==> config.mk <==
export PLATFORM = sky130hd
export DESIGN_NAME = scan_sequencer
export DESIGN_NICKNAME = d
export VERILOG_FILES = /design/src/verilog/mem_check_pkg.sv /design/src/verilog/scan_sequencer.sv
export SDC_FILE = /design/constraint.sdc
export NUM_CORES = 1
export LEC_CHECK = 0
export BUFFER_PORTS_ARGS = -buffer_cell sky130_fd_sc_hd__buf_2
export CORE_MARGIN = 2
export CORE_UTILIZATION = 30
export DETAILED_ROUTE_END_ITERATION = 12
export SYNTH_ARGS = -nofsm -noshare
export SYNTH_HDL_FRONTEND = slang
export SYNTH_SLANG_ARGS = --single-unit
==> constraint.sdc <==
create_clock -name clk -period 3.4 [get_ports clk]
set_input_delay 0.68 -clock clk [delete_from_list [all_inputs] [get_ports clk]]
set_output_delay 0.68 -clock clk [all_outputs]
set_load 0.1 [all_outputs]
==> src/verilog/mem_check_pkg.sv <==
package mem_check_pkg;

    localparam int ADDR_W        = 10;
    localparam int DATA_W        = 36;
    localparam int RAM_DEPTH     = 1024;
    localparam int LAST_ADDR     = 1023;
    localparam int PATTERN_SHIFT = 16;

    typedef logic [ADDR_W-1:0] ram_addr_t;
    typedef logic [DATA_W-1:0] ram_word_t;
    typedef logic [15:0]       err_count_t;

    // Read request from the sequencer
    typedef struct packed {
        ram_addr_t addr;
        logic      valid;
        logic      last;
    } scan_req_t;

    typedef struct packed {
        logic       valid;
        logic       mismatch;
        logic       pass_done;
        ram_addr_t  addr;
        ram_word_t  expected;
        ram_word_t  actual;
        err_count_t err_count;
    } cmp_result_t;

    // Address in the low field, copy of it at PATTERN_SHIFT, rest zero
    function automatic ram_word_t pattern_word(ram_addr_t a);
        ram_word_t w;
        w = '0;
        w[ADDR_W-1:0] = a;
        w[PATTERN_SHIFT +: ADDR_W] = a;
        return w;
    endfunction

endpackage

==> src/verilog/scan_sequencer.sv <==
module scan_sequencer
    import mem_check_pkg::*;
(
    input  logic      clk,
    input  logic      rst_n,
    input  logic      stall,
    output scan_req_t req
);

    // Address to issue on the next unstalled cycle
    ram_addr_t next_addr;
    logic      next_is_last;

    assign next_is_last = (next_addr == ram_addr_t'(LAST_ADDR));

    always_ff @(posedge clk) begin
        if (!rst_n) begin
            next_addr <= '0;
            req       <= '0;
        end else if (!stall) begin
            req.addr  <= next_addr;
            req.valid <= 1'b1;
            req.last  <= next_is_last;
            // Counter overflow takes LAST_ADDR back to 0
            next_addr <= next_addr + 1'b1;
        end
    end

endmodule

==> results.toml <==
[outcome]
outcome = "completed"

[yosys]
synth-async-reset-ratio_pct = 0
synth.area.top_cells = "dfxtp_1 (50%), mux2i_1 (13%), nor2_1 (6.4%)"
synth_top_area_share_pct = 50.0
synth_area_um2 = 881
synth_top_area_cell = "dfxtp_1"
synth_edf_count = 0
synth_ff_type = "dfxtp_1"
seq_area_frac_synth_pct = 50.0
synth_most_common_cell = "dfxtp_1"
syn_inst = 89
syn_avg_cell_area_um2 = 9.90
netlist-cell-type-count = 22
syn-num-nets = 93
ys_warn_count = 0
ys_ff_latch = 22
synth_common_cells = "dfxtp_1 (22), nor2_1 (15), mux2i_1 (11), a21oi_1 (7), or4_1 (5)"

[job]
drv_cap = 0

[global_routing]
grt_util_all_layers_pct = 9.75
grt.overflow.total = 0
grt_pass1_wl_mm = 2.48
grt_max_degree = 23
grt_pass1_vias = 539
antenna_found_initial = 0

[drt]
first_pass_iters = 4
vias = 644
drtIter0Drc = 15
ant_nets = 0
drc = 0
wire_per_inst_um = 11.2
vias_per_cell = 4.84
wl_mm = 1.50

[worst_setup_path]
crit_buf_inv = 1
reg2reg_depth = 4
critPathCaptureType = "output pin"
critPathLaunchType = "flop"
crit_chain = "buf_2"
rr_endpoint = "next_addr[8]"
arrival_ps = 1090
r2r_slack_ps = 1840
crit_type = "reg2out"
max_stage_delay_ps = 430
r2r-start = "next_addr[0]"
cp.required_ps = 2720
path_max_fanout = 2
critPathSlowestCell = "buf_2"
critical-path-top-delay-family = "buffers and inverters"

[power_and_ir_drop]
finalPower_uw = 501
power_per_cell_area_mw_per_mm2 = 494
p_int_uw = 391
p_seq_share_pct = 53.4
power_leakage_uw = 0.000447
ir_worst_vdd_uv = 311
p_switching_uw = 109
switching_share_pct = 21.8
pwr-share-clk_pct = 39.1
power_frac_comb_pct = 7.5

[placement]
pre_cts_ws_ps = 1440
port_buffers = 14
dpl.hpwl_mm = 1.03
finalWeightedCongestion = 0.647
place_area_um2 = 961

[floorplanning]
die_x_um = 58.2
die_y_um = 58.2
num_io_pins = 15
row_count = 19
dieArea_mm2 = 0.00339
core_mm2 = 0.00278
start_util_pct = 31.7

[clocking]
root_buffer = "clkbuf_4"
hold_buffers = 0
cts_tree = "done"
post_cts_buffers = 0
cts_max_path_buffers = 2
ctsResizeCount = 0
clk_latency_ps = 300
cts.sinks = 22
cts_buffers = 3
clk_pin_slew_worst_paths_ps = 120
cts_htree_levels = 1

[cells_and_area]
antenna_cells = 0
syn2layout_area_growth_pct = 15.1
nets = 107
stdcell_area_mm2 = 0.00101
fillCellCount = 273
drive_above_1_share_pct = 18.6

[sta]
drv_slew = 0
final-setup-viol-count = 0
clock_skew_ps = 6.33
fin_ws_ps = 1630
finalSetupTns_ps = 0
finalCritPeriodShare_pct = 52.0
post-route-min-period_ps = 1770
rsz0062_at_grt = "false"
relSlewSlack_pct = 57.7
fmax_mhz = 566
worst_hold_slack_ps = 466
worst_slew_pin_slew_ps = 634
hold_violations = 0

[min_path]
hold_path.class = "reg2reg"
holdPathEnd = "req[1]"
worstHoldPathCells = 2
min_from = "req[1]"
==> worst max path at each step <==
stage	startpoint	to	cells past startpoint
after global routing	req[8]	req[8]	1
after floorplan	stall	next_addr[8]	4
after global placement	stall	req[0]	4
after CTS	req[8]	req[8]	1
after detailed placement	stall	next_addr[8]	4
final	req[7]	req[7]	1
==> state kept, by name, indices dropped and copies added (netlist names) <==
| register | cells |
|---|---|
| req | 12 |
| next_addr | 10 |
==> placed cells by master (no fill, tap or decap), drive strengths merged, types with 2 or more instances in the layout <==
cell / n
nand2: 3
mux2i: 11
o31ai: 4
a21oi: 7
buf: 14
nor2: 15
inv: 4
clkbuf: 3
dfxtp: 22
or4: 5
nand4b: 2
xor2: 3
==> through the flow <==
stage / utilization, % / instances
6_report: 36.4 / 133
2_1_floorplan: - / 89
5_1_grt: 36.4 / 133
4_1_cts: 36.4 / 133
3_5_place_dp: 34.5 / 129
3_3_place_gp: 34.5 / 129
==> cells by family (layout without fill, tap and decap cells) <==
group / count (synthesis) / count (layout) / synth area share (%)
AND/OR/NAND/NOR: 30 / 30 / 19.2
buffers and inverters: 9 / 22 / 4.97
XOR/XNOR: 4 / 4 / 3.98
adder cells (fa/ha/maj): 1 / 1 / 1.42
multiplexers: 11 / 11 / 12.5
flip-flops: 22 / 22 / 50.0
AO/OA/AOI/OAI: 12 / 12 / 7.95
==> layer usage <==
metal	wire, µm	vias to the layer above	GRT usage (%)
met2	604	22	13.3
met4	10	0	1.99
met5	0	-	0
met1	752	284	13.8
met3	128	2	4.91
li1	-	336	-
==> power by group through the flow <==
stage	registers, µW	logic [µW]	clock network [µW]
finish	267	37.5	196
global route	268	40.8	215
CTS	268	37.9	202
detailed placement	273	37.4	0
global placement	273	37.0	0
floorplan	288	18.4	0
==> final cells by class <==
class	instances	area (µm²)	share of cell area, %
flip-flops and latches	22	440	43.5
repair buffers	14	70.1	6.91
inverters	4	15.0	1.48
clock inverters	1	30.0	2.96
well taps	31	38.8	3.83
multi-input cells	58	397	39.1
clock buffers	3	22.5	2.22
(Power assumes the default switching activity.)
