**config.mk**
```make
export PLATFORM = sky130hd
export DESIGN_NAME = read_compare
export DESIGN_NICKNAME = d
export VERILOG_FILES = /design/src/verilog/mem_check_pkg.sv /design/src/verilog/read_compare.sv
export SDC_FILE = /design/constraint.sdc
export NUM_CORES = 1
export LEC_CHECK = 0
export BUFFER_PORTS_ARGS = -buffer_cell sky130_fd_sc_hd__buf_2
export CORE_ASPECT_RATIO = 0.5
export CORE_MARGIN = 8
export CORE_UTILIZATION = 40
export DETAILED_ROUTE_END_ITERATION = 10
export GPL_ROUTABILITY_DRIVEN = 0
export PLACE_DENSITY_LB_ADDON = 0.2
export SLEW_MARGIN = 10
export SYNTH_ARGS = -nofsm -noshare
export SYNTH_HDL_FRONTEND = slang
export SYNTH_SLANG_ARGS = --single-unit
```
**constraint.sdc**
```tcl
create_clock -name clk -period 2.69 [get_ports clk]
set_input_delay 0.538 -clock clk [delete_from_list [all_inputs] [get_ports clk]]
set_output_delay 0.538 -clock clk [all_outputs]
set_load 0.01 [all_outputs]
```
**src/verilog/mem_check_pkg.sv**
```systemverilog
package mem_check_pkg;

    localparam int ADDR_W        = 10;
    localparam int DATA_W        = 36;
    localparam int RAM_DEPTH     = 1024;
    localparam int LAST_ADDR     = 1023;
    localparam int PATTERN_SHIFT = 16;

    typedef logic [ADDR_W-1:0] ram_addr_t;
    typedef logic [DATA_W-1:0] ram_word_t;
    typedef logic [15:0]       err_count_t;

    // Read request from the sequencer
    typedef struct packed {
        ram_addr_t addr;
        logic      valid;
        logic      last;
    } scan_req_t;

    typedef struct packed {
        logic       valid;
        logic       mismatch;
        logic       pass_done;
        ram_addr_t  addr;
        ram_word_t  expected;
        ram_word_t  actual;
        err_count_t err_count;
    } cmp_result_t;

    // Address in the low field, copy of it at PATTERN_SHIFT, rest zero
    function automatic ram_word_t pattern_word(ram_addr_t a);
        ram_word_t w;
        w = '0;
        w[ADDR_W-1:0] = a;
        w[PATTERN_SHIFT +: ADDR_W] = a;
        return w;
    endfunction

endpackage

```
**src/verilog/read_compare.sv**
```systemverilog
module read_compare
    import mem_check_pkg::*;
(
    input  logic        clk,
    input  logic        rst_n,
    input  logic        stall,
    input  scan_req_t   req,
    input  ram_word_t   rd_data,
    output cmp_result_t result
);

    // Request delayed to line up with rd_data
    scan_req_t  req_d;
    ram_word_t  expected;
    logic       mismatch;
    logic       pass_end;
    err_count_t err_cnt;
    err_count_t cnt_next;

    always_ff @(posedge clk) begin
        if (!rst_n) begin
            req_d <= '0;
        end else if (!stall) begin
            req_d <= req;
        end
    end

    always_comb begin
        expected = pattern_word(req_d.addr);
        mismatch = req_d.valid && (rd_data != expected);
        pass_end = req_d.valid && req_d.last;
        cnt_next = err_cnt + err_count_t'(mismatch);
    end

    always_ff @(posedge clk) begin
        if (!stall) begin
            result.addr      <= req_d.addr;
            result.expected  <= expected;
            result.actual    <= rd_data;
            result.err_count <= cnt_next;
        end
        if (!rst_n) begin
            result.valid     <= 1'b0;
            result.mismatch  <= 1'b0;
            result.pass_done <= 1'b0;
            err_cnt          <= '0;
        end else if (!stall) begin
            result.valid     <= req_d.valid;
            result.mismatch  <= mismatch;
            result.pass_done <= pass_end;
            // New pass starts counting from zero
            if (pass_end) begin
                err_cnt <= '0;
            end else begin
                err_cnt <= cnt_next;
            end
        end
    end

endmodule

```
==> results.txt, run 1 <==
The flow ran to the end, and the final reports show no timing, DRC or antenna violations. The final wirelength is 9207 um. The sequential fraction of the synthesis area is 63.20%. The initial core utilization is 41.30%.

The boundary pin count is 152. The clock-pin transition on the worst setup and hold timing paths came out at 0.06 ns. The DRC violation count after routing came out at 0.

The worst setup path is of the flop to flop kind. The worst setup path is launched from a flop. The highest net fanout along the worst path is 4. The total of fill cells in the finished design is 871.

The number of buffers added to fix hold violations after cts is 0. The met2 wirelength from detailed routing came out at 4691 um. The fraction of post-synthesis cell area in the top cell type by area is 47.40%. The number of buffers added by the clock tree synthesis step came out at 9. The pin count of the biggest net entering global routing is 38. The synthesized design contains 62 enable-type register cells. The most frequently used cell type in the post-synthesis netlist is edfxtp_1. The required time of the worst setup path came out at 2.77 ns. The number of setup violations in the final report is 0. The total congestion overflow is 0. The unique cell type count in the Yosys netlist is 45. The max-cap check violation count came out at 0.

The share of post-route cells with drive strength above 1 came out at 40.78%. The total power divided by cell area came out at 634.7 nW/um^2. The final period demand of the worst path is 2.593 ns. The worst voltage drop across the vdd grid is 0.3445 mV.

The highest signal layer in the routed design is met4. The area growth from synthesis to layout is 25.55%. The clock reaches the later pin of the worst-skew pair after 0.33 ns. The number of iterations in the first detailed-routing pass is 4. The met3 routed wirelength came out at 705 um. Of all cell types, the one taking the most synthesized area is edfxtp_1.

The cell at the root of the clock tree is clkbuf_16. The area of the core came out at 9509 sq um. The flip-flop and latch count after synthesis came out at 93. Counting instances in the post-synthesis netlist gives the leading cell types as edfxtp_1, buf_4, dfxtp_1. The global-route wire length before repair is 13820 um. The worst min-delay path category is primary input to flop. The met1 routed wirelength after detailed routing is 3699 um. Sorting the synthesized cells by area gives the leading types as edfxtp_1, dfxtp_1, buf_4, xor2_1, mux2i_1. Once detail routing completed, the nets flagged for antenna violations numbered 0. The endpoint type of the worst setup path is a flop. The detailed placer's ending HPWL is 7026 um. The via count of the first global-routing pass came to 2700. For this block, the initial DRC count from the detailed router was 157.

For this design the static power due to leakage is 2.150 nW. The global-route usage over all layers is 13.28%. The setup skew after layout came out at 0.005161 ns.

The number of sinks on the clock net came out at 93. The number of synthesis warnings came out at 0. The worst-margin pin slew came out at 0.5251 ns. The maximum count of clock buffers along a single path came out at 2. The die boundary height came out at 86.07 um. The number of nets at the end of the flow is 482.

The die covers 13440 sq um. The average routed wire per standard cell came out at 16.18 um. The post-synthesis cell count is 299. The count of pins over their slew limit is 0. The worst path uses 96.39% of the clock period.

At the placement stage, the worst setup path has a slack of -0.3709 ns. After synthesis, the share of flip-flops with an asynchronous set or reset is 0%. The number of antenna violations at the first check in global routing came out at 0. The total number of H-tree levels came out at 3. TritonCTS built the clock tree. In the synthesized netlist the dominant register cell turns out to be edfxtp_1.

The number of buffers inserted by port buffering came out at 135. The count of antenna diodes in the layout is 0. The highest attainable clock frequency is 0.3857 GHz. The critical path data arrival time is 2.67 ns. The initialized floorplan defines 25 standard-cell rows. The setup total negative slack came out at 0 ns.

The number of vias per cell is 4.640. The register-to-register path setup slack came out at 0.1 ns. The overall via count from detail_route is 2640.

The number of buffers inserted to repair setup after CTS is 0. The post-synthesis instance area is 3928 sq um. The average size of a mapped cell came out at 13.14 sq um. The die width came out at 156.1 um. The setup slack of the critical path after layout is 0.09714 ns. The headroom to the max-slew limit came out at 64.99%. The final count of hold timing violations is 0.
cells by family after synthesis:
| kind of cell | after synthesis | share of synthesized area [%] |
|---|---|---|
| flip-flops | 93 | 63.21 |
| AND/OR/NAND/NOR | 75 | 11.21 |
| buffers and inverters | 51 | 8.474 |
| AO/OA/AOI/OAI | 36 | 6.754 |
| XOR/XNOR | 27 | 6.021 |
| multiplexers | 14 | 3.600 |
| adder cells (fa/ha/maj) | 2 | 0.6370 |
| other | 1 | 0.09548 |
critical path, stage by stage (launching register included):
cell,delay [ns]
dfxtp_2,0.34
xor2_1,0.15
a2111oi_2,0.37
buf_4,0.17
and3_1,0.18
a21boi_2,0.09
ha_1,0.22
ha_1,0.21
and3_1,0.21
and4bb_2,0.26
xor2_1,0.14
final cells by class:
cell class	count	area, sq um	area share, %
Clock buffer	15	279.0	5.658
Clock inverter	1	5.005	0.1015
Timing Repair Buffer	149	780.7	15.83
Tap cell	135	168.9	3.426
Multi-Input combinational cell	170	1190	24.13
Sequential cell	93	2485	50.39
Inverter	6	22.52	0.4567
through the flow:
step           instances  power, mW  util [%]  hold slack (ns)  instance area [sq um]
2_1_floorplan        314      1.852         -           0.4454                   3984
3_3_place_gp         553      1.969     48.62           0.4680                   4623
3_5_place_dp         553      1.977     48.62           0.4744                   4623
4_1_cts              569      3.175     51.62           0.3803                   4908
5_1_grt              569      3.251     51.86           0.3850                   4931
6_report             569      3.130     51.86           0.3958                   4931
flip-flops by register name, summed over array words and instances (netlist names):
register  cells
expected     10
req_d         2
result       65
err_cnt      16
cells in the final DEF, fill, tap and decap left out, types with 12 or more instances in the layout:
cell type,count
dfxtp_1,29
nor2b_1,18
xnor2_1,12
buf_2,135
conb_1,16
mux2i_1,13
edfxtp_1,62
xor2_1,15
buf_4,14
nand2_1,16
routing by layer:
metal	track usage, %	vias up
li1	-	1291
met1	14.34	1251
met2	24.05	89
met3	4.664	9
met4	4.329	0
met5	0	-
report_power, final:
part / internal (mW) / switching (mW)
Sequential: 1.61 / 0.0329
Clock: 0.708 / 0.479
Combinational: 0.126 / 0.176
Total: 2.44 / 0.688
final timing paths:
check,cells after the start,end,startpoint
min,1,result[43],rd_data[27]
max,10,result[14],expected[4]
min reg2reg,0,result[92],expected[4]
max reg2reg,10,result[14],expected[4]
timing repair:
action / in CTS / in global routing
setup endpoints to repair: 6 / 14
gates resized for setup: 2 / 6
pin swaps: 0 / 2
Note: power is estimated with default switching activity, not from simulation.
==> inputs of run 2 (changes only) <==
- CORE_UTILIZATION: 40 -> 44
- GPL_ROUTABILITY_DRIVEN: 0 -> default
==> run 2 against run 1 <==
  * Non-clock buffer count shrank 4
  * Flip-flop and latch count unchanged
  * Clock-buffer cell count shrank 5
  * Worst setup slack worse by 0.0090 ns
  * Worst hold slack worse by 0.0032 ns
  * First-iteration DRC count rose by 2.5%
  * Utilization rose by 5.2 points
  * Register-to-register slack about the same
  * Global-route usage increased by 1.5 points
  * Via count grew 1.1%
  * Sequential power hardly changed
==> results.txt, run 2 (synthesized netlist as in run 1, its figures left out) <==
The latest clock arrival within the worst-skew pair is 0.34 ns (about the same). The number of sinks on the clock net came out at 93 (unchanged). The DRC violation count after routing came out at 0 (unchanged).

Setup repair after global routing left no endpoint under its margin. The nature of the critical path startpoint is a flop. The area growth from synthesis to layout is 26.15%. The launching element of the worst setup path is expected[3]. The maximum count of clock buffers along a single path is 2 (unchanged). The total power divided by cell area is 658.3 nW/um^2 (+3.7%). The total number of H-tree levels came out at 3 (unchanged). The leakage power figure is 2.171 nW (+0.99%). The endpoint of the lowest-slack register-to-register path is result[11].

The min-delay analysis places its worst path in the category primary input to flop. The number of vias per cell is 4.878 (+5.1%). The worst voltage drop across the vdd grid is 0.3510 mV (+1.9%). The endpoint type of the worst setup path is a flop.

The number of iterations in the first detailed-routing pass is 4 (unchanged). The pin count of the biggest net entering global routing is 40 (+5.3%). The global-route wire length before repair is 14290 um (+3.4%). The die width is 149.6 um (-4.2%). The final count of hold timing violations came out at 0 (unchanged).

The most common cell after layout, fill and taps aside is buf_2. The number of flip-flops under the largest register name came out at 65 (unchanged). The number of buffers added to fix hold violations after cts was 0 (unchanged).

The final wirelength was 9166 um (-0.45%). The setup slack after placement was -0.4180 ns (-0.04712 ns). The storage element area is 2485 sq um (unchanged). The worst hold path depth came out at 1 (unchanged). In the final layout, the registers with the most flip-flops are result (65), err_cnt (16), expected (10). The number of setup violations in the final report was 0 (unchanged).

The depth of the most critical reg-to-reg path is 9 (-1). The setup skew after layout came to 0.004600 ns (-0.0005612 ns). The category of the critical setup timing path is flop to flop.

The boundary pin count is 152 (unchanged). The number of standard-cell rows in the floorplan came out at 24 (-4.0%). The highest net fanout along the worst path came out at 4 (unchanged).

The final instance area is 4955 sq um (+0.48%). The largest incremental delay on the critical path is 0.59 ns (+0.22 ns). Leaving out fill and tap cells, the most frequent cells in the layout are buf_2, edfxtp_1, dfxtp_1, nor2b_1. The cell at the root of the clock tree is clkbuf_16. The critical path ends at result[11]. The worst reg2reg path startpoint is expected[3]. The die boundary height is 82.81 um (-3.8%). The overall via count from detail_route came out at 2668 (+1.1%).

The final period demand of the worst path came out at 2.602 ns (+0.009007 ns). The instance area at placement came to 4583 sq um (-0.87%). The final cell utilization of the core is 57.09% (+5.2 points). The number of nets at the end of the flow is 478 (-0.83%). The initial core utilization came out at 45.26% (+4.0 points).

The signal on the critical path passes through xor2_1 -> nor3_1 -> and3_1 -> a21boi_1 -> ha_2 -> buf_4 -> nand2_1 -> or4_4 -> xnor2_1. The required time of the worst setup path came out at 2.78 ns (about the same). The number of buffers added by the clock tree synthesis step came out at 9 (unchanged). The final weighted congestion of routability-driven global placement came out at 0.8088. The count of pins over their slew limit came out at 0 (unchanged). The total of fill cells in the finished design was 735 (-16%). The critical path data arrival time was 2.69 ns (+0.02 ns). The area enclosed by the die boundary came to 12390 sq um (-7.8%). result holds more flip-flops than any other register. The headroom to the max-slew limit came out at 55.11% (-9.9 points).

The share of post-route cells with drive strength above 1 is 41.63% (+0.84 points). The initial DRC count is 161 (+2.5%). The flow ran to the end, and the final reports show no timing, DRC or antenna violations. The register-to-register path setup slack came out at 0.09 ns (about the same). The setup total negative slack came to 0 ns (unchanged). The count of antenna diodes in the layout is 0 (unchanged). The global-route usage over all layers came out at 14.79% (+1.5 points).

The worst hold-check slack came out at 0.3925 ns (-0.003244 ns). The clock-pin transition on the worst setup and hold timing paths is 0.06 ns (about the same). The part of the cycle the worst path needs is 96.72% (+0.33 points). The max-cap check violation count is 0 (unchanged). The via count of the first global-routing pass is 2697 (-0.11%). The setup slack of the critical path after layout was 0.08813 ns (-0.009007 ns). The average routed wire per standard cell is 16.76 um (+3.6%).

The CTS tree is done. The area of the core came out at 8678 sq um (-8.7%). The remaining antenna violation count came out at 0 (unchanged).

The worst-margin pin slew is 0.6724 ns (+0.1472 ns). The number of antenna violations at the first check in global routing is 0 (unchanged). The total congestion overflow was 0 (unchanged).

On the critical path, the stage with the largest delay is an instance of or4_4. The number of buffers inserted by port buffering is 135 (unchanged). The highest attainable clock frequency is 0.3843 GHz (-0.35%).

The multi-input combinational cell area is 1221 sq um (+2.6%). The detailed placer's ending HPWL came out at 6799 um (-3.2%).
-- run 2: cell types whose count changed in the layout (fill, tap and decap cells not counted), moves of 2 or more --
cell        delta
nor3_1         -2
ha_1           -2
clkbuf_1       -3
ha_2           +2
clkinvlp_4     +2
bufinv_16      +2
buf_4          -5
-- run 2: per-stage QoR --
stage	std cells	power, mW
finish	547	3.262
global route	547	3.408
CTS	547	3.305
detailed placement	531	1.975
global placement	531	1.965
floorplan	314	1.852
-- run 2: cell type report --
class / count / area share [%]
well taps: 117 / 2.955
inverters: 6 / 0.4545
repair buffers: 145 / 15.40
clock inverters: 6 / 1.768
flip-flops and latches: 93 / 50.15
multi-input cells: 170 / 24.65
clock buffers: 10 / 4.621
-- run 2: worst min-delay path by stage --
stage	start	to
after global routing	rd_data[14]	result[30]
after detailed placement	expected[7]	result[95]
after CTS	rd_data[14]	result[30]
final	rd_data[33]	result[49]
after floorplan	expected[9]	result[61]
after global placement	expected[9]	result[61]
-- run 2: power by group --
part	total (mW)	switching (mW)	leakage, nW	internal (mW)
sequential	1.64	0.0327	0.868	1.61
combinational	0.302	0.177	1.16	0.125
clock	1.32	0.508	0.146	0.812
-- run 2: repair_timing --
item,CTS,global route
pin swaps,0,1
gates resized for setup,2,12
endpoints found under the setup margin,8,18
hold endpoints to repair,0,0
setup buffers,0,0
-- run 2: worst max-delay path, delay by kind of cell, from the launching register on --
| family | cells | cell delay [ns] |
|---|---|---|
| simple gates | 4 | 1.01 |
| flops | 1 | 0.41 |
| xor+xnor | 2 | 0.39 |
| fa+ha+maj | 1 | 0.23 |
| compound gates | 1 | 0.20 |
| buf+inv | 1 | 0.11 |
-- run 2: layer usage --
metal  vias up  GRT usage (%)  share of wire (%)
met4         0          5.914                1.9
met5         -              0                  0
met2        87          25.81                 51
li1       1280              -                  -
met3        14          4.816                7.0
met1      1287          16.33                 40
