===== src/verilog/report_pkg.sv =====
package report_pkg;

    typedef logic [7:0] byte_t;

    localparam byte_t TAG_ERROR = 8'hEE;
    localparam byte_t TAG_PASS  = 8'hC0;

    // Error frame: tag, addr(2), expected(5), actual(5)
    localparam int ERR_FRAME_LEN  = 13;
    // Pass frame: tag, count(2)
    localparam int PASS_FRAME_LEN = 3;
    localparam int FRAME_BUF_LEN  = ERR_FRAME_LEN + PASS_FRAME_LEN;

    localparam int BAUD_DIV        = 8;
    localparam int UART_FRAME_BITS = 10;
    localparam int BAUD_CNT_W      = $clog2(BAUD_DIV);
    localparam int BIT_CNT_W       = $clog2(UART_FRAME_BITS);

    typedef logic [ERR_FRAME_LEN*8-1:0]  err_frame_t;
    typedef logic [PASS_FRAME_LEN*8-1:0] pass_frame_t;
    typedef logic [FRAME_BUF_LEN*8-1:0]  frame_buf_t;
    typedef logic [$clog2(FRAME_BUF_LEN)-1:0] byte_idx_t;

    typedef enum logic [1:0] {
        REP_IDLE,
        REP_LOAD,
        REP_SEND,
        REP_WAIT_TX
    } rep_state_t;

endpackage


===== src/verilog/uart_tx.sv =====
module uart_tx
    import report_pkg::*;
(
    input  logic  clk,
    input  logic  rst_n,
    input  byte_t tx_byte,
    input  logic  tx_start,
    output logic  tx,
    output logic  tx_busy
);

    // Stop, data LSB first, start; bit 0 drives the line
    logic [UART_FRAME_BITS-1:0] shift_q;
    logic [BAUD_CNT_W-1:0]      baud_cnt;
    logic [BIT_CNT_W-1:0]       bit_cnt;

    // Ones shift in behind the stop bit, so the line idles high
    assign tx = shift_q[0];

    always_ff @(posedge clk) begin
        if (!rst_n) begin
            shift_q  <= '1;
            baud_cnt <= '0;
            bit_cnt  <= '0;
            tx_busy  <= 1'b0;
        end else if (!tx_busy) begin
            if (tx_start) begin
                shift_q  <= {1'b1, tx_byte, 1'b0};
                baud_cnt <= '0;
                bit_cnt  <= '0;
                tx_busy  <= 1'b1;
            end
        end else if (baud_cnt == BAUD_CNT_W'(BAUD_DIV - 1)) begin
            baud_cnt <= '0;
            shift_q  <= {1'b1, shift_q[UART_FRAME_BITS-1:1]};
            if (bit_cnt == BIT_CNT_W'(UART_FRAME_BITS - 1)) begin
                tx_busy <= 1'b0;
            end else begin
                bit_cnt <= bit_cnt + 1'b1;
            end
        end else begin
            baud_cnt <= baud_cnt + 1'b1;
        end
    end

endmodule


===== config.mk =====
export PLATFORM = sky130hd
export DESIGN_NAME = uart_tx
export DESIGN_NICKNAME = d
export VERILOG_FILES = /design/src/verilog/report_pkg.sv /design/src/verilog/uart_tx.sv
export SDC_FILE = /design/constraint.sdc
export NUM_CORES = 1
export LEC_CHECK = 0
export BUFFER_PORTS_ARGS = -buffer_cell sky130_fd_sc_hd__buf_2
export CAP_MARGIN = 20
export CORE_MARGIN = 1
export CORE_UTILIZATION = 41
export DETAILED_ROUTE_END_ITERATION = 8
export PLACE_DENSITY = 0.64
export SYNTH_ARGS = -nofsm -noshare
export SYNTH_HDL_FRONTEND = slang
export SYNTH_SLANG_ARGS = --single-unit

===== constraint.sdc =====
create_clock -name clk -period 1.8 [get_ports clk]
set_input_delay 0.18 -clock clk [delete_from_list [all_inputs] [get_ports clk]]
set_output_delay 0.18 -clock clk [all_outputs]
set_load 0.005 [all_outputs]

==> results by group, run 1 <==
Pwr
  • Net Sw Frac: 0.258
  • Total power: 0.691 mW
  • Worst IR Drop VDD: 0.429 mV
  • Pwr/cell area: 743 nW/um^2
  • Clock Power Share: 0.300
  • Power Internal: 0.513 mW
  • Share of power burned in registers: 0.591
  • Leak: 0.362 nW
  • P_sw: 0.178 mW
  • Gate power share: 0.110

GRT
  • Largest net degree at the start of global routing: 18
  • First-pass GRT wire length: 2520 um
  • GRT Resource Usage Total: 0.164
  • Initial antenna violation count: 0
  • Grt total ovfl: 0
  • Vias in the first global route: 605

Timing
  • Setup TNS: 0 ps
  • Final Hold Vio Count: 0
  • Fin crit period: 1640 ps
  • Max-slew violation total from the final report: 0
  • FMAX: 611 MHz
  • Count of final setup violators: 0
  • Worst slew pin tran: 514 ps
  • Fin crit share: 0.910
  • Fin Hold WS: 120 ps
  • RSZ-0062 raised after global routing: false
  • Final setup skew: 3.90 ps
  • Rel. slew slack: 0.657

Setup path
  • Worst setup EP type: flop
  • Crit path launch type: flop
  • Crit path required time: 1990 ps
  • Critical Path AT: 1830 ps
  • Critical Path Fanout Max: 8
  • Worst setup path class: reg -> reg

Synth
  • Synth area leader: dfxtp_1
  • Synthesized area: 841 um^2
  • Synthesized Nets: 107
  • Distinct cells, synth: 32
  • Async set or reset register ratio after synthesis: 0
  • Sequential fraction of the synthesis area: 0.405
  • Post-synth top area share: 0.405
  • Syn_area_per_cell: 9.14 um^2
  • Synth top area cells: dfxtp_1 (40%), nor2b_1 (6.7%), a211oi_1 (6.3%), ha_1 (6.0%), o21ai_0 (4.8%)
  • Syn Inst Count: 92
  • Post-synth EDFFs: 0
  • Main synth FF type: dfxtp_1
  • Yosys warnings: 0
  • Yosys reg bits: 17

Clock network
  • Post-cts resize count: 0
  • CTS max path bufs: 2
  • CTS buffer count: 3
  • Clock sinks: 17
  • Hold_buf cts: 0
  • Root Buffer: clkbuf_4
  • CTS tree: yes
  • Max H-tree Level: 1
  • Clock-pin slew on the worst setup and hold paths: 100 ps
  • Post-CTS Setup Bufs: 0
  • Clk_lat worst skew: 290 ps

Drt
  • Vias: 679
  • DRC viols: 0
  • Drt total wl: 1510 um
  • DR iter-0 viols: 8
  • DRT antenna net count: 0
  • Routed WL per cell: 11.5 um
  • Drt first pass iters: 4
  • Vias per cell: 5.18

Place
  • GP Congestion: 0.721
  • DP Wirelength: 1040 um
  • IO Port Bufs: 12

Die
  • Die W: 47.3 um
  • Die Span Y: 47.3 um
  • Rows: 16
  • Die ar.: 2240 um^2
  • Core area: 1940 um^2
  • Ports: 13
  • Initial Utilization: 0.433

Layout
  • Most common cell after layout, fill and taps aside: dfxtp_1
  • # nets final: 120
  • Fill count: 212
  • Share of post-route cells with drive strength above 1: 0.192
  • Diodes inserted: 0
  • Area Overhead vs Synth: 10.7%
  • Most frequent cells in the layout: dfxtp_1 (17), buf_2 (12), nor2_1 (9), nor2b_1 (9), o21ai_0 (8)

Min path
  • Class of the worst hold path: in -> reg

Run status
  • Run status: completed

Flow run
  • Max Cap Violations: 0
per-stage QoR:
step	util	cell area, um^2	cells	setup slack [ps]
after floorplan	-	841	92	289
after global placement	0.465	903	127	231
final	0.479	931	131	163
after detailed placement	0.465	903	127	180
after global routing	0.479	931	131	30.8
after CTS	0.479	931	131	166
worst paths after layout:
check / end / slack, ps / cells after the start / from
setup reg to reg: bit_cnt[3] / 160 / 5 / baud_cnt[0]
hold / removal: shift_q[8] / 120 / 3 / tx_byte[7]
setup / recovery: bit_cnt[3] / 160 / 5 / baud_cnt[0]
hold reg to reg: shift_q[0] / 480 / 2 / shift_q[0]
cell usage after synthesis, types with 2 or more instances:
master,instances
a21boi_1,3
nor2b_1,9
nor2_1,9
nand2_1,3
a211oi_1,7
o211ai_1,2
o21ai_0,8
buf_6,2
ha_1,4
dfxtp_1,17
nand3_1,5
or3_1,3
sequential cells by signal, summed over array words and instances (netlist names):
signal	flops
shift_q	9
tx_busy	1
baud_cnt	3
bit_cnt	4
per-layer routing:
metal	up-vias	GRT usage	part of all wire
met3	2	0.0231	0.019
met1	311	0.193	0.50
met4	0	0.103	0.0086
met2	5	0.277	0.47
li1	361	-	-
met5	-	0	0
power groups by stage:
stage	clock network (mW)	registers [mW]	logic, mW
6_report	0.207	0.408	0.0758
5_1_grt	0.227	0.411	0.0860
4_1_cts	0.218	0.408	0.0767
3_5_place_dp	0	0.417	0.0767
3_3_place_gp	0	0.416	0.0753
2_1_floorplan	0	0.410	0.0592
worst max-delay path, stage by stage (launching register included):
cell      delay [ps]
dfxtp_1          340
ha_1             200
ha_1             280
nand2_1          200
and4bb_2         260
o31a_1           260
cell families after synthesis:
| family | Yosys count | share of synthesized area |
|---|---|---|
| DFF | 17 | 0.405 |
| and+or+nand+nor | 36 | 0.240 |
| AOI/OAI and AO/OA | 27 | 0.216 |
| adders and majority gates | 4 | 0.0595 |
| muxes | 2 | 0.0298 |
| buffers and inverters | 6 | 0.0506 |
final cells by class:
| cell class | instances | area, um^2 | area share |
|---|---|---|---|
| clock inverters | 1 | 5.00 | 0.00538 |
| inverters | 1 | 3.75 | 0.00403 |
| clock buffers | 3 | 22.5 | 0.0242 |
| well taps | 27 | 33.8 | 0.0363 |
| flip-flops and latches | 17 | 340 | 0.366 |
| repair buffers | 13 | 67.6 | 0.0726 |
| multi-input cells | 69 | 458 | 0.492 |
Power figures use the tool's default switching activity.
==> run 2, diff against run 1 <==
--- a/config.mk
+++ b/config.mk
@@ -7,2 +7,3 @@
 export LEC_CHECK = 0
+export ABC_CLOCK_PERIOD_IN_PS = 1800
 export BUFFER_PORTS_ARGS = -buffer_cell sky130_fd_sc_hd__buf_2
==> constraint.sdc (replaced) <==
create_clock -name clk -period 1.8 [get_ports clk]
set_input_delay 0.45 -clock clk [delete_from_list [all_inputs] [get_ports clk]]
set_output_delay 0.45 -clock clk [all_outputs]
set_load 0.005 [all_outputs]
==> results by group, run 2 (synthesis gave the netlist of run 1 again) <==
Timing
  • Final Hold Vio Count: 0 (unchanged)
  • Final worst slack: 141 ps (was 163 ps)
  • FMAX: 603 MHz (was 611 MHz)
  • Count of final setup violators: 0 (unchanged)
  • Max-slew violation total from the final report: 0 (unchanged)
  • Fin crit period: 1660 ps (was 1640 ps)
  • Final setup skew: 2.14 ps (was 3.90 ps)
  • Fin crit share: 0.921 (was 0.910)
  • Worst slew pin tran: 471 ps (was 514 ps)
  • Rel. slew slack: 0.680 (was 0.657)
  • RSZ-0062 raised after global routing: false (unchanged)
  • Setup TNS: 0 ps (unchanged)

GRT
  • Largest net degree at the start of global routing: 18 (unchanged)
  • Grt total ovfl: 0 (unchanged)
  • Vias in the first global route: 588 (was 605)
  • Initial antenna violation count: 0 (unchanged)
  • GRT Resource Usage Total: 0.157 (was 0.164)
  • First-pass GRT wire length: 2480 um (was 2520 um)

Layout
  • Diodes inserted: 0 (unchanged)
  • Most common cell after layout, fill and taps aside: dfxtp_1 (unchanged)
  • Most frequent cells in the layout: dfxtp_1 (17), buf_2 (12), nor2_1 (9), nor2b_1 (9), o21ai_0 (8) (unchanged)
  • # nets final: 121 (was 120)
  • Largest registers: shift_q (9), bit_cnt (4), baud_cnt (3) (unchanged)
  • Fill count: 195 (was 212)
  • Max reg flops: 9 (unchanged)
  • Share of post-route cells with drive strength above 1: 0.190 (was 0.192)
  • Area Overhead vs Synth: 11.5% (was 10.7%)
  • Final Cell Area: 937 um^2 (was 931 um^2)
  • Largest Register: shift_q (unchanged)
  • Post-Layout Cell Count: 132 (was 131)

Drt
  • Vias: 665 (was 679)
  • Vias per cell: 5.04 (was 5.18)
  • DR iter-0 viols: 14 (was 8)
  • Drt first pass iters: 4 (unchanged)
  • DRC viols: 0 (unchanged)
  • DRT antenna net count: 0 (unchanged)
  • Drt total wl: 1490 um (was 1510 um)
  • Routed WL per cell: 11.3 um (was 11.5 um)

Clock network
  • CTS tree: yes (unchanged)
  • Post-CTS Setup Bufs: 0 (unchanged)
  • CTS buffer count: 3 (unchanged)
  • Root Buffer: clkbuf_4 (unchanged)
  • Clk_lat worst skew: 270 ps (was 290 ps)
  • Hold_buf cts: 0 (unchanged)
  • Max H-tree Level: 1 (unchanged)
  • Post-cts resize count: 0 (unchanged)
  • Clock sinks: 17 (unchanged)
  • Clock-pin slew on the worst setup and hold paths: 90 ps (was 100 ps)
  • CTS max path bufs: 2 (unchanged)

Pwr
  • Share of power burned in registers: 0.599 (was 0.591)
  • Net Sw Frac: 0.238 (was 0.258)
  • Gate power share: 0.116 (was 0.110)
  • Worst IR Drop VDD: 0.388 mV (was 0.429 mV)
  • Total power: 0.680 mW (was 0.691 mW)
  • P_sw: 0.162 mW (was 0.178 mW)
  • Leak: 0.364 nW (was 0.362 nW)
  • Clock Power Share: 0.284 (was 0.300)
  • Power Internal: 0.518 mW (was 0.513 mW)
  • Pwr/cell area: 725 nW/um^2 (was 743 nW/um^2)

Place
  • GP Congestion: 0.757 (was 0.721)
  • Placed Area: 911 um^2 (was 903 um^2)
  • Place WS: 173 ps (was 180 ps)
  • Placed cell count: 128 (was 127)
  • IO Port Bufs: 12 (unchanged)
  • DP Wirelength: 1040 um (about the same)

Setup path
  • Worst setup EP type: flop (unchanged)
  • Crit path required time: 1970 ps (was 1990 ps)
  • Worst reg-to-reg setup slack: 140 ps (was 160 ps)
  • Critical Path AT: 1830 ps (about the same)
  • Reg-to-Reg Start: baud_cnt[0] (unchanged)
  • Critical R2R Capture: bit_cnt[3] (unchanged)
  • Worst setup path class: reg -> reg (unchanged)
  • Critical Path Fanout Max: 8 (unchanged)
  • Crit path launch type: flop (unchanged)
  • Worst reg2reg path depth: 5 (unchanged)

Min path
  • Class of the worst hold path: in -> reg (unchanged)
  • Hold path depth: 3 (unchanged)
  • Min-Delay Endpoint: shift_q[8] (unchanged)
  • Min-delay src: tx_byte[7] (unchanged)

Flow run
  • Max Cap Violations: 0 (unchanged)

Die
  • Die Span Y: 47.3 um (unchanged)
  • Core area: 1940 um^2 (unchanged)
  • Die W: 47.3 um (unchanged)
  • Initial Utilization: 0.433 (unchanged)
  • Rows: 16 (unchanged)
  • Die ar.: 2240 um^2 (unchanged)
  • Ports: 13 (unchanged)

Run status
  • Run status: completed (unchanged)
-- run 2: final cells by class --
class	instances	area, um^2	area share
inverter	1	3.75	0.00401
sequential	17	340	0.363
tap	27	33.8	0.0360
clock buffer	4	26.3	0.0280
multi-input combinational	69	458	0.489
timing repair buffer	14	75.1	0.0801
-- run 2: how the worst max path moves through the flow --
stage / end / slack (ps) / cells past startpoint / startpoint
2_1_floorplan: bit_cnt[3] / 290 / 5 / baud_cnt[0]
3_3_place_gp: bit_cnt[3] / 230 / 5 / baud_cnt[0]
3_5_place_dp: bit_cnt[3] / 170 / 5 / baud_cnt[0]
4_1_cts: bit_cnt[3] / 150 / 5 / baud_cnt[0]
5_1_grt: shift_q[6] / 60 / 5 / baud_cnt[0]
6_report: bit_cnt[3] / 140 / 5 / baud_cnt[0]
-- run 2: metal layers --
layer	vias up	global-route usage	share of wire	wire, um
li1	360	-	-	-
met1	298	0.215	0.53	790
met2	5	0.244	0.44	663
met3	2	0.0231	0.017	26
met4	0	0.0686	0.0087	13
met5	-	0	0	0
-- run 2: worst max-delay path: stages (launching register included) --
cell      delay (ps)
dfxtp_1          340
ha_1             200
ha_1             280
nand2_1          200
and4bb_2         270
o31a_1           270
-- run 2: per-stage QoR --
stage / util / hold WS [ps]
global placement: 0.469 / 455
detailed placement: 0.469 / 466
floorplan: - / 443
CTS: 0.483 / 395
finish: 0.483 / 403
global route: 0.483 / 428
-- run 2: power groups by stage --
stage,combinational (mW),sequential [mW],clock [mW]
final,0.0792,0.407,0.193
after global routing,0.0892,0.410,0.218
after CTS,0.0796,0.408,0.201
after detailed placement,0.0792,0.416,0
after global placement,0.0782,0.415,0
after floorplan,0.0592,0.410,0
==> run 3, diff against run 2 <==
BUFFER_PORTS_ARGS = -buffer_cell sky130_fd_sc_hd__buf_4   (was -buffer_cell sky130_fd_sc_hd__buf_2)
==> results by group, run 3 (synthesis gave the netlist of run 1 again) <==
Run status
  • Run status: completed (unchanged)

Setup path
  • Worst setup EP type: output pin (was flop)
  • Critical Path AT: 1210 ps (was 1830 ps)
  • Most numerous cell on the critical path: buf_4 (was ha_1)
  • Worst reg-to-reg setup slack: 160 ps (was 140 ps)
  • Worst setup path class: reg -> out (was reg -> reg)
  • Reg-to-Reg Start: baud_cnt[0] (unchanged)
  • Crit path required time: 1350 ps (was 1970 ps)
  • CP max-delay cell: dfxtp_1 (unchanged)
  • Critical R2R Capture: bit_cnt[3] (unchanged)
  • Crit path launch type: flop (unchanged)
  • Worst reg2reg path depth: 5 (unchanged)
  • Top delay family on crit path: flip-flops (was adder cells)
  • Critical Path Fanout Max: 11 (was 8)
  • CP peak stage delay: 560 ps (was 340 ps)
  • Buf/Inv on CP: 2 (was 0)
  • CP cell instances: buf_4 > buf_4 (was ha_1 > ha_1 > nand2_1 > and4bb_2 > o31a_1)

Drt
  • Drt total wl: 1500 um (was 1490 um)
  • Routed WL per cell: 11.4 um (was 11.3 um)
  • Vias per cell: 5.10 (was 5.04)
  • DRC viols: 0 (unchanged)
  • DRT antenna net count: 0 (unchanged)
  • Drt first pass iters: 4 (unchanged)
  • DR iter-0 viols: 9 (was 14)
  • Vias: 673 (was 665)

GRT
  • Grt total ovfl: 0 (unchanged)
  • GRT Resource Usage Total: 0.170 (was 0.157)
  • Met1 Track Usage GR: 0.250 (was 0.215)
  • Vias in the first global route: 605 (was 588)
  • Met2 GRT Util: 0.247 (was 0.244)
  • First-pass GRT wire length: 2700 um (was 2480 um)
  • Largest net degree at the start of global routing: 18 (unchanged)
  • GR peak layer: met1 (was met2)
  • Initial antenna violation count: 0 (unchanged)
  • Met3 usage: 0.0231 (unchanged)

Clock network
  • CTS max path bufs: 2 (unchanged)
  • Max H-tree Level: 1 (unchanged)
  • Hold_buf cts: 0 (unchanged)
  • Post-cts resize count: 0 (unchanged)
  • CTS buffer count: 3 (unchanged)
  • Clock sinks: 17 (unchanged)
  • CTS tree: yes (unchanged)
  • Root Buffer: clkbuf_4 (unchanged)
  • Post-CTS Setup Bufs: 0 (unchanged)
  • Clk_lat worst skew: 290 ps (was 270 ps)
  • Clock-pin slew on the worst setup and hold paths: 100 ps (was 90 ps)

Die
  • Die W: 47.3 um (unchanged)
  • Initial Utilization: 0.433 (unchanged)
  • Rows: 16 (unchanged)
  • Ports: 13 (unchanged)
  • Core area: 1940 um^2 (unchanged)
  • Die ar.: 2240 um^2 (unchanged)
  • Die Span Y: 47.3 um (unchanged)

Timing
  • Rel. slew slack: 0.693 (was 0.680)
  • Final Hold Vio Count: 0 (unchanged)
  • Fin crit share: 0.925 (was 0.921)
  • Final setup skew: 4.67 ps (was 2.14 ps)
  • Count of final setup violators: 0 (unchanged)
  • Fin crit period: 1660 ps (about the same)
  • Worst slew pin tran: 452 ps (was 471 ps)
  • Setup TNS: 0 ps (unchanged)
  • FMAX: 601 MHz (was 603 MHz)
  • Max-slew violation total from the final report: 0 (unchanged)
  • RSZ-0062 raised after global routing: false (unchanged)
  • Fin Hold WS: 393 ps (was 403 ps)

Layout
  • Most frequent cells in the layout: dfxtp_1 (17), buf_4 (14), nor2_1 (9), nor2b_1 (9), o21ai_0 (8) (was dfxtp_1 (17), buf_2 (12), nor2_1 (9), nor2b_1 (9), o21ai_0 (8))
  • Share of post-route cells with drive strength above 1: 0.190 (unchanged)
  • Diodes inserted: 0 (unchanged)
  • # nets final: 121 (unchanged)
  • Most common cell after layout, fill and taps aside: dfxtp_1 (unchanged)
  • Final Cell Area: 967 um^2 (was 937 um^2)
  • Largest registers: shift_q (9), bit_cnt (4), baud_cnt (3) (unchanged)
  • Util after Layout: 0.498 (was 0.483)
  • Largest Register: shift_q (unchanged)
  • Area Overhead vs Synth: 15.0% (was 11.5%)
  • Max reg flops: 9 (unchanged)

Place
  • Placed Area: 941 um^2 (was 911 um^2)
  • GP Congestion: 0.762 (was 0.757)
  • IO Port Bufs: 12 (unchanged)
  • DP Wirelength: 1060 um (was 1040 um)

Pwr
  • Clock Power Share: 0.291 (was 0.284)
  • Pwr/cell area: 721 nW/um^2 (was 725 nW/um^2)
  • Gate power share: 0.125 (was 0.116)
  • Worst IR Drop VDD: 0.498 mV (was 0.388 mV)
  • Share of power burned in registers: 0.583 (was 0.599)
  • Power Internal: 0.526 mW (was 0.518 mW)
  • P_sw: 0.171 mW (was 0.162 mW)
  • Leak: 0.375 nW (was 0.364 nW)
  • Net Sw Frac: 0.245 (was 0.238)

Min path
  • Min-Delay Endpoint: shift_q[8] (unchanged)
  • Class of the worst hold path: in -> reg (unchanged)
  • Min-delay src: tx_byte[7] (unchanged)
  • Hold path depth: 3 (unchanged)

Flow run
  • Max Cap Violations: 0 (unchanged)
-- run 3: per-stage QoR --
step                      setup WS (ps)  cells  power [mW]
final                               135    132       0.697
after global routing               5.62    132       0.739
after CTS                           120    132       0.710
after detailed placement            184    128       0.504
after global placement              228    128       0.502
after floorplan                     289     92       0.469
-- run 3: how the worst max path moves through the flow --
stage / start / endpoint / slack [ps] / depth (start not counted)
floorplan: baud_cnt[0] / bit_cnt[3] / 290 / 5
global placement: baud_cnt[0] / bit_cnt[3] / 230 / 5
detailed placement: baud_cnt[0] / bit_cnt[3] / 180 / 5
CTS: tx_busy / tx_busy / 120 / 2
global route: baud_cnt[0] / bit_cnt[0] / 6 / 5
finish: tx_busy / tx_busy / 140 / 2
-- run 3: power groups by stage --
stage,Sequential [mW],Combinational (mW),Clock [mW]
after CTS,0.407,0.0886,0.215
after global placement,0.415,0.0872,0
after global routing,0.410,0.0982,0.230
final,0.407,0.0874,0.203
after detailed placement,0.415,0.0881,0
after floorplan,0.410,0.0592,0
-- run 3: layer usage --
metal  part of all wire  wire length [um]
met2               0.44               664
met3              0.018                27
met1               0.53               803
met5                  0                 0
met4             0.0053                 8
-- run 3: worst min-delay path: stages --
cell	delay, ps
buf_4	80
o22ai_1	70
nand2_1	60
-- run 3: layout make-up --
type	count	area, um^2
multi-input cells	69	458
well taps	27	33.8
repair buffers	14	105
inverters	1	3.75
fillers	204	975
flip-flops and latches	17	340
clock buffers	4	26.3
